==> config.mk <==
export PLATFORM = sky130hd
export DESIGN_NAME = clint_top
export DESIGN_NICKNAME = d
export VERILOG_FILES = /design/src/verilog/clint_axi_pkg.sv /design/src/verilog/clint_reg_pkg.sv /design/src/verilog/clint_chan_buf.sv /design/src/verilog/clint_axi_slave.sv /design/src/verilog/clint_timer.sv /design/src/verilog/clint_top.sv
export VERILOG_INCLUDE_DIRS = /design/src /design/src/verilog
export SDC_FILE = /design/constraint.sdc
export NUM_CORES = 1
export LEC_CHECK = 0
export BUFFER_PORTS_ARGS = -buffer_cell sky130_fd_sc_hd__buf_2
export CAP_MARGIN = 20
export CORE_ASPECT_RATIO = 0.9
export CORE_MARGIN = 5
export CORE_UTILIZATION = 55
export CTS_BUF_LIST = sky130_fd_sc_hd__clkbuf_8
export CTS_CLUSTER_DIAMETER = 80
export DETAILED_ROUTE_END_ITERATION = 12
export PLACE_DENSITY = 0.77
export SLEW_MARGIN = 20
export SYNTH_ARGS = -nofsm -noshare
export SYNTH_HDL_FRONTEND = slang
export SYNTH_SLANG_ARGS = --single-unit
==> constraint.sdc <==
create_clock -name clk -period 3.84 [get_ports clk]
set_input_delay 0.576 -clock clk [delete_from_list [all_inputs] [get_ports clk]]
set_output_delay 0.576 -clock clk [all_outputs]
set_load 0.01 [all_outputs]
==> src/verilog/clint_defines.svh <==
`ifndef CLINT_DEFINES_SVH
`define CLINT_DEFINES_SVH

// CLINT window in the system address map
`define CLINT_BASE 32'h0200_0000
`define CLINT_SPAN 32'h0001_0000

// register offsets relative to CLINT_BASE
`define CLINT_MSIP_OFS        16'h0000
`define CLINT_MTIMECMP_LO_OFS 16'h4000
`define CLINT_MTIMECMP_HI_OFS 16'h4004
`define CLINT_MTIME_LO_OFS    16'hBFF8
`define CLINT_MTIME_HI_OFS    16'hBFFC

// AXI4-Lite response codes
`define CLINT_RESP_OKAY   2'b00
`define CLINT_RESP_SLVERR 2'b10

`endif

==> src/verilog/clint_axi_pkg.sv <==
`default_nettype none

package clint_axi_pkg;

    // read address channel payload
    typedef struct packed {
        logic [31:0] addr;
    } ar_chan_t;

    // write address channel payload
    typedef struct packed {
        logic [31:0] addr;
    } aw_chan_t;

    // write data channel payload
    typedef struct packed {
        logic [31:0] data;
        logic [3:0]  strb; // one bit per byte lane
    } w_chan_t;

    // read response channel payload
    typedef struct packed {
        logic [31:0] data;
        logic [1:0]  resp;
    } r_chan_t;

    // write response channel payload
    typedef struct packed {
        logic [1:0] resp;
    } b_chan_t;

endpackage

`default_nettype wire

==> src/verilog/clint_reg_pkg.sv <==
`default_nettype none

package clint_reg_pkg;

    // register selected by the address decoder
    typedef enum logic [2:0] {
        REG_MSIP,
        REG_MTIMECMP_LO,
        REG_MTIMECMP_HI,
        REG_MTIME_LO,
        REG_MTIME_HI,
        REG_NONE
    } clint_reg_e;

    // one register access from the bus side
    typedef struct packed {
        logic        valid;
        logic        write;
        clint_reg_e  sel;
        logic [31:0] wdata;
        logic [3:0]  wstrb;
    } reg_req_t;

    // result of the access in the same cycle
    typedef struct packed {
        logic [31:0] rdata;
        logic        err; // set for an unmapped offset
    } reg_rsp_t;

endpackage

`default_nettype wire

==> src/verilog/clint_chan_buf.sv <==
`timescale 1ns/1ps
`default_nettype none

module clint_chan_buf #(
    parameter type T = logic [31:0]
) (
    input  wire  clk,
    input  wire  rst,

    input  wire  in_valid,
    output logic in_ready,
    input  T     in_data,

    output logic out_valid,
    input  wire  out_ready,
    output T     out_data
);

    logic full;
    T     data_q;

    // a full slot can take a new beat while the old one leaves
    assign in_ready  = !full || out_ready;
    assign out_valid = full;
    assign out_data  = data_q;

    always_ff @(posedge clk or posedge rst) begin
        if (rst) begin
            full <= 1'b0;
        end else if (in_valid && in_ready) begin
            full <= 1'b1;
        end else if (out_ready) begin
            full <= 1'b0; // drained with nothing behind it
        end
    end

    always_ff @(posedge clk) begin
        if (in_valid && in_ready) begin
            data_q <= in_data;
        end
    end

endmodule

`default_nettype wire

==> src/verilog/clint_axi_slave.sv <==
`timescale 1ns/1ps
`default_nettype none

`include "clint_defines.svh"

module clint_axi_slave
    import clint_axi_pkg::*;
    import clint_reg_pkg::*;
(
    input  wire      clk,
    input  wire      rst,

    input  wire      ar_valid,
    output logic     ar_ready,
    input  ar_chan_t ar,

    input  wire      aw_valid,
    output logic     aw_ready,
    input  aw_chan_t aw,

    input  wire      w_valid,
    output logic     w_ready,
    input  w_chan_t  w,

    output logic     r_valid,
    input  wire      r_ready,
    output r_chan_t  r,

    output logic     b_valid,
    input  wire      b_ready,
    output b_chan_t  b,

    output reg_req_t req,
    input  reg_rsp_t rsp
);

    typedef enum logic [1:0] {
        IDLE,
        READ_RSP,
        WRITE_DATA,
        WRITE_RSP
    } state_e;

    state_e      state;
    logic        req_valid;
    logic        req_write;
    clint_reg_e  req_sel;
    logic [31:0] req_wdata;
    logic [3:0]  req_wstrb;

    // map a bus address onto one of the CLINT registers
    function automatic clint_reg_e decode(input logic [31:0] addr);
        logic [31:0] offset;
        clint_reg_e  sel;
        offset = addr - `CLINT_BASE;
        sel    = REG_NONE;
        if (offset < `CLINT_SPAN) begin // addresses below the base wrap high
            case (offset[15:0])
                `CLINT_MSIP_OFS:        sel = REG_MSIP;
                `CLINT_MTIMECMP_LO_OFS: sel = REG_MTIMECMP_LO;
                `CLINT_MTIMECMP_HI_OFS: sel = REG_MTIMECMP_HI;
                `CLINT_MTIME_LO_OFS:    sel = REG_MTIME_LO;
                `CLINT_MTIME_HI_OFS:    sel = REG_MTIME_HI;
                default:                sel = REG_NONE;
            endcase
        end
        return sel;
    endfunction

    assign ar_ready = (state == IDLE);
    assign aw_ready = (state == IDLE) && !ar_valid; // reads win over writes
    assign w_ready  = (state == WRITE_DATA);

    assign req = '{valid: req_valid, write: req_write, sel: req_sel,
                   wdata: req_wdata, wstrb: req_wstrb};

    always_ff @(posedge clk or posedge rst) begin
        if (rst) begin
            state     <= IDLE;
            req_valid <= 1'b0;
            r_valid   <= 1'b0;
            b_valid   <= 1'b0;
        end else begin
            case (state)
                IDLE: begin
                    if (ar_valid) begin
                        req_valid <= 1'b1;
                        state     <= READ_RSP;
                    end else if (aw_valid) begin
                        state <= WRITE_DATA;
                    end
                end
                READ_RSP: begin
                    if (!r_valid) begin
                        r_valid   <= 1'b1; // data sampled from the timer block
                        req_valid <= 1'b0;
                    end else if (r_ready) begin
                        r_valid <= 1'b0;
                        state   <= IDLE;
                    end
                end
                WRITE_DATA: begin
                    if (w_valid) begin
                        req_valid <= 1'b1;
                        state     <= WRITE_RSP;
                    end
                end
                WRITE_RSP: begin
                    if (!b_valid) begin
                        b_valid   <= 1'b1; // register updates on this same edge
                        req_valid <= 1'b0;
                    end else if (b_ready) begin
                        b_valid <= 1'b0;
                        state   <= IDLE;
                    end
                end
                default: state <= IDLE;
            endcase
        end
    end

    always_ff @(posedge clk) begin
        if (state == IDLE && ar_valid) begin
            req_write <= 1'b0;
            req_sel   <= decode(ar.addr);
        end else if (state == IDLE && aw_valid) begin
            req_write <= 1'b1;
            req_sel   <= decode(aw.addr);
        end
        if (state == WRITE_DATA && w_valid) begin
            req_wdata <= w.data;
            req_wstrb <= w.strb;
        end
        if (state == READ_RSP && !r_valid) begin
            r.data <= rsp.rdata;
            r.resp <= rsp.err ? `CLINT_RESP_SLVERR : `CLINT_RESP_OKAY;
        end
        if (state == WRITE_RSP && !b_valid) begin
            b.resp <= rsp.err ? `CLINT_RESP_SLVERR : `CLINT_RESP_OKAY;
        end
    end

endmodule

`default_nettype wire

==> src/verilog/clint_timer.sv <==
`timescale 1ns/1ps
`default_nettype none

module clint_timer
    import clint_reg_pkg::*;
(
    input  wire      clk,
    input  wire      rst,

    input  reg_req_t req,
    output reg_rsp_t rsp,

    output logic     mtip,
    output logic     msip
);

    logic [63:0] mtime;
    logic [63:0] mtimecmp;
    logic        msip_q;
    logic        wr;

    // byte lanes with their strobe set take the new data
    function automatic logic [31:0] merge(input logic [31:0] old,
                                          input logic [31:0] data,
                                          input logic [3:0]  strb);
        logic [31:0] res;
        for (int i = 0; i < 4; i++) begin
            res[8*i +: 8] = strb[i] ? data[8*i +: 8] : old[8*i +: 8];
        end
        return res;
    endfunction

    assign wr = req.valid && req.write;

    always_ff @(posedge clk or posedge rst) begin
        if (rst) begin
            mtime <= '0;
        end else if (wr && req.sel == REG_MTIME_LO) begin
            mtime[31:0] <= merge(mtime[31:0], req.wdata, req.wstrb);
        end else if (wr && req.sel == REG_MTIME_HI) begin
            mtime[63:32] <= merge(mtime[63:32], req.wdata, req.wstrb);
        end else begin
            mtime <= mtime + 64'd1; // free running on every clock
        end
    end

    always_ff @(posedge clk or posedge rst) begin
        if (rst) begin
            mtimecmp <= '1; // keeps mtip low out of reset
        end else if (wr && req.sel == REG_MTIMECMP_LO) begin
            mtimecmp[31:0] <= merge(mtimecmp[31:0], req.wdata, req.wstrb);
        end else if (wr && req.sel == REG_MTIMECMP_HI) begin
            mtimecmp[63:32] <= merge(mtimecmp[63:32], req.wdata, req.wstrb);
        end
    end

    always_ff @(posedge clk or posedge rst) begin
        if (rst) begin
            msip_q <= 1'b0;
        end else if (wr && req.sel == REG_MSIP && req.wstrb[0]) begin
            msip_q <= req.wdata[0];
        end
    end

    always_comb begin
        case (req.sel)
            REG_MSIP:        rsp.rdata = {31'b0, msip_q};
            REG_MTIMECMP_LO: rsp.rdata = mtimecmp[31:0];
            REG_MTIMECMP_HI: rsp.rdata = mtimecmp[63:32];
            REG_MTIME_LO:    rsp.rdata = mtime[31:0];
            REG_MTIME_HI:    rsp.rdata = mtime[63:32];
            default:         rsp.rdata = 32'b0; // unmapped reads as zero
        endcase
        rsp.err = (req.sel == REG_NONE);
    end

    assign mtip = (mtime >= mtimecmp);
    assign msip = msip_q;

endmodule

`default_nettype wire

==> src/verilog/clint_top.sv <==
`timescale 1ns/1ps
`default_nettype none

module clint_top
    import clint_axi_pkg::*;
    import clint_reg_pkg::*;
(
    input  wire      clk,
    input  wire      rst,

    input  wire      ar_valid,
    output logic     ar_ready,
    input  ar_chan_t ar,

    input  wire      aw_valid,
    output logic     aw_ready,
    input  aw_chan_t aw,

    input  wire      w_valid,
    output logic     w_ready,
    input  w_chan_t  w,

    output logic     r_valid,
    input  wire      r_ready,
    output r_chan_t  r,

    output logic     b_valid,
    input  wire      b_ready,
    output b_chan_t  b,

    output logic     mtip,
    output logic     msip
);

    logic     ar_buf_valid;
    logic     ar_buf_ready;
    ar_chan_t ar_buf;
    logic     aw_buf_valid;
    logic     aw_buf_ready;
    aw_chan_t aw_buf;
    reg_req_t req;
    reg_rsp_t rsp;

    clint_chan_buf #(.T(ar_chan_t)) u_ar_buf (
        .clk(clk), .rst(rst),
        .in_valid(ar_valid), .in_ready(ar_ready), .in_data(ar),
        .out_valid(ar_buf_valid), .out_ready(ar_buf_ready), .out_data(ar_buf)
    );

    clint_chan_buf #(.T(aw_chan_t)) u_aw_buf (
        .clk(clk), .rst(rst),
        .in_valid(aw_valid), .in_ready(aw_ready), .in_data(aw),
        .out_valid(aw_buf_valid), .out_ready(aw_buf_ready), .out_data(aw_buf)
    );

    clint_axi_slave u_slave (
        .clk(clk), .rst(rst),
        .ar_valid(ar_buf_valid), .ar_ready(ar_buf_ready), .ar(ar_buf),
        .aw_valid(aw_buf_valid), .aw_ready(aw_buf_ready), .aw(aw_buf),
        .w_valid(w_valid), .w_ready(w_ready), .w(w),
        .r_valid(r_valid), .r_ready(r_ready), .r(r),
        .b_valid(b_valid), .b_ready(b_ready), .b(b),
        .req(req), .rsp(rsp)
    );

    clint_timer u_timer (
        .clk(clk), .rst(rst),
        .req(req), .rsp(rsp),
        .mtip(mtip), .msip(msip)
    );

endmodule

`default_nettype wire

==> impl_summary.md <==
Global routing
The number of global-route vias before repair is 10800. In the global route stage, met2 resource usage came out at 39.4%. Global routing used 25.8% of the available tracks. Global routing consumed, on the met1 layer, between 30% and 40% of the routing resources. The remaining global-route overflow is 0. The first-pass GRT wire length is 58500 um. The initial antenna violation count is 0. The global-route met3 utilization is 5.06%. After global routing, the most crowded layer is met2. The pin count of the biggest net entering global routing is 65.

Synth
In the synthesized netlist, the number of instances is 1248. The share of synthesized registers carrying an async set or reset is around half. The mean instance size in the synthesized netlist is 11.1 um^2. The number of enable flip-flop cells after synthesis is 137. The most instantiated flip-flop cell in the synthesis netlist is edfxtp_1. The count of synthesis-stage warnings from yosys is 0. The netlist uses slightly above 70 different library cells. The share of the Yosys chip area taken by registers is 54.8%.

The cell area after synthesis is 13900 um^2. The count of state elements after synthesis is 274.

Timing
Setup repair after global routing left no endpoint under its margin. The post-route setup TNS is 0 ns. For this run, the top clock speed supported by timing is 0.280 GHz.

The number of max-slew violations in the final report is 0. The number of endpoints failing setup at the final stage is 0. The count of final hold-check violations is 0. The post-route minimum period is 3.58 ns. The share of the clock period used by the worst path after layout is between 90% and 100%. At the pin with the least slew margin, the transition time is 1.06 ns.

The final setup skew is 0.0496 ns. The worst pin sits at a relative slew slack of 27.3%.

Worst hold path
The path category of the worst min-delay check is input port to async pin.

Cells and area
The multi-input combinational cells in the finished layout cover a total of around 5700 um^2. The sequential cell area is 7620 um^2. Summing all non-filler instances in the final layout gives an area of 15900 um^2. The net count of the finished layout is roughly 1600. 0 antenna diodes ended up in the layout. The area growth from synthesis to layout is 14.1%. The ratio of cells with drive above 1 in the final layout is 25.2%. The total of fill cells in the finished design is 2046. Excluding fillers, the count of instances in the completed layout stands at roughly 1800.

Power
Power spread over the standard cell area amounts to slightly below 600 nW/um^2. In this run the static leakage power is 6.19 nW. The maximum resistive drop on vdd is 0.375 mV.

Clock tree
Buffers inserted during clock tree synthesis total between 40 and 50. The clock tree synthesis step divided the H-tree into 2 levels. Clock tree synthesis found a total of 274 sinks. The number of buffers inserted for hold repair after clock tree synthesis is 0. In this run the deepest clock path goes through 3 buffers.

The post-cts sizing count is 0. Clock-pin slew was measured on the worst setup and hold paths at ~0.060 ns. After clock tree synthesis, the setup repair step added 0 buffers. TritonCTS built the clock tree.

The CTS root buffer is clkbuf_8. The worst-skew pair later-pin latency is just under 0.6 ns.

Floorplan
The floorplan has 55 rows. The number of I/O pins is 150. The die is 178 um wide. The core box area is 25000 um^2. The effective utilization at floorplan is 55.5%.

The y dimension of the die is 161 um. The area of the die is between 20000 and 30000 um^2.

Placement
The wire-length estimate of the detail-placed layout is 26300 um. The congestion estimate from routability-driven global placement came to 0.966. The number of placed instances with taps included is 1694. The port buffer count is 147.

The post-detailed-placement cell area is ~15000 um^2.

Detailed routing
For this block, the routed nets add up to 37200 um of wire. For this block, the initial DRC count from the detailed router was 1443. After detailed routing, the number of remaining DRC violations is 0. For this run, the detailed router's first-pass iteration total came to 6. The number of vias per cell is 6.27. In the final routed layout, each cell accounts on average for 20.9 um. Summing over every cut layer, the via total after detailed routing is 11100.

The final antenna-violating net count is 0.

Setup path
Counting both buffers and inverters, the worst setup path holds a total of 2. The maximum net fanout on the critical path is 3. The worst setup path is of the register to output pin kind.

The kind of cell with the highest combined delay on the critical path is compound AO/OA/AOI/OAI gates. The sort of element at the start of the critical path is a register. Data on the critical path is required at its endpoint by 3.26 ns. Walking the worst path, the cells encountered are inv_1 -> ha_1 -> a21oi_1 -> o21ai_0 -> a22oi_1 -> o211ai_1 -> o41ai_1 -> nand2_1 -> buf_2.

The cell with the largest stage delay on the worst path is dfstp_2. For this run, the slowest stage of the critical path takes 0.52 ns. The data arrival time of the worst path is roughly 3 ns. The critical path endpoint category is an output pin.

Status
The run finished with clean final reports.

Flow run
The tool flagged a number of max-cap violations equal to 0.
## area by class of cell
type                       instances  area share [%]
timing repair buffer             166            5.60
sequential                       274            48.0
multi-input combinational        835            36.2
inverter                          78            1.87
tap                              342            2.70
clock buffer                      49            4.25
clock inverter                    32            1.36
## routing by layer
metal	share of wire (%)	up-vias
li1	-	5101
met1	42	5389
met2	45	536
met3	9.0	111
met4	3.9	0
met5	0	-
## metrics by stage
step                      power (mW)  setup slack (ns)  hold slack [ns]  util, %
final                           9.42             0.265            0.124     63.3
after global routing            9.95             0.137            0.112     63.3
after CTS                       9.43             0.298            0.105     63.3
after detailed placement        6.87             0.950            0.490     59.7
after global placement          6.78             0.969            0.471     59.7
after floorplan                 5.93              1.17            0.461        -
## final timing paths
| path | slack, ns | to | cells past startpoint | startpoint |
|---|---|---|---|---|
| setup / recovery | 0.26 | mtip | 9 | u_timer.mtimecmp[19] |
| hold / removal | 0.12 | u_timer.msip | 2 | rst |
| hold reg to reg | 0.49 | u_timer.mtimecmp[48] | 2 | u_timer.mtimecmp[48] |
| max in group asynchronous | 2.71 | u_timer.mtimecmp[45] | 3 | rst |
| setup reg to reg | 1.04 | u_timer.mtime[56] | 7 | u_slave.req_sel[1] |
| min in group clk | 0.15 | u_ar_buf.out_data[11] | 1 | ar[11] |
## where the power goes
group          switching, mW  leakage (nW)  internal (mW)
registers              0.675          2.86           3.82
clock network           1.21         0.509           1.33
logic                   1.39          2.81           1.00
total                   3.27          6.19           6.15
## Yosys cell counts (13+ instances only)
master / number / area [um^2]
edfxtp_1: 137 / 4110
nand2_1: 91 / 342
inv_1: 78 / 293
nor2_1: 77 / 289
dfrtp_1: 72 / 1800
ha_1: 67 / 838
dfstp_2: 64 / 1680
a21oi_1: 61 / 305
mux2_2: 51 / 574
nand3_1: 49 / 245
nand4_1: 43 / 269
o21ai_0: 43 / 215
clkbuf_1: 38 / 143
a22oi_1: 34 / 255
nor3_1: 32 / 160
o221ai_1: 31 / 272
nor4_1: 26 / 163
a211oi_1: 25 / 188
and3_1: 22 / 138
o22a_1: 16 / 140
and2_1: 14 / 87.6
and4_1: 14 / 123
buf_2: 14 / 70.1
o22ai_1: 13 / 81.3
## placed cells by master, fill, tap and decap left out, types with 4 or more instances in the layout
master | Yosys | routed
a211oi_1 | 25 | 25
a21o_1 | 10 | 10
a21oi_1 | 61 | 61
a22oi_1 | 34 | 34
a311oi_1 | 5 | 5
a31oi_1 | 12 | 12
and2_1 | 14 | 13
and3_1 | 22 | 22
and4_1 | 14 | 14
buf_2 | 14 | 147
buf_4 | 4 | 17
clkbuf_8 | 0 | 49
clkinv_1 | 0 | 6
clkinv_2 | 0 | 6
dfrtp_1 | 72 | 72
dfstp_2 | 64 | 64
edfxtp_1 | 137 | 137
ha_1 | 67 | 67
inv_1 | 78 | 91
mux2_2 | 51 | 51
mux2i_1 | 8 | 8
nand2_1 | 91 | 91
nand2b_1 | 6 | 6
nand3_1 | 49 | 49
nand3b_1 | 4 | 4
nand4_1 | 43 | 43
nor2_1 | 77 | 77
nor3_1 | 32 | 32
nor4_1 | 26 | 26
o211ai_1 | 8 | 8
o21a_1 | 6 | 6
o21ai_0 | 43 | 43
o221a_2 | 7 | 7
o221ai_1 | 31 | 31
o22a_1 | 16 | 16
o22ai_1 | 13 | 13
o311ai_0 | 4 | 4
or3_1 | 4 | 4
or4_1 | 5 | 5
## cell families (layout without fill, tap and decap cells)
kind of cell / Yosys count / after routing / synth area share (%)
compound gates: 300 / 300 / 15.0
xor+xnor: 2 / 2 / 0.126
fa+ha+maj: 67 / 67 / 6.03
buf+inv: 140 / 325 / 4.08
flops: 274 / 274 / 54.8
mux: 60 / 60 / 4.87
other cells: 1 / 2 / 0.0270
simple gates: 404 / 404 / 15.1
## registers in the layout (all words and copies together), names as in the netlist
name / count
u_ar_buf.out_data: 32
u_ar_buf.out_valid: 1
u_aw_buf.out_data: 32
u_aw_buf.out_valid: 1
u_slave.b: 1
u_slave.b_valid: 1
u_slave.r: 33
u_slave.r_valid: 1
u_slave.req_sel: 3
u_slave.req_valid: 1
u_slave.req_wdata: 32
u_slave.req_write: 1
u_slave.req_wstrb: 4
u_slave.state: 2
u_timer.msip: 1
u_timer.mtime: 64
u_timer.mtimecmp: 64
(Power assumes the default switching activity.)
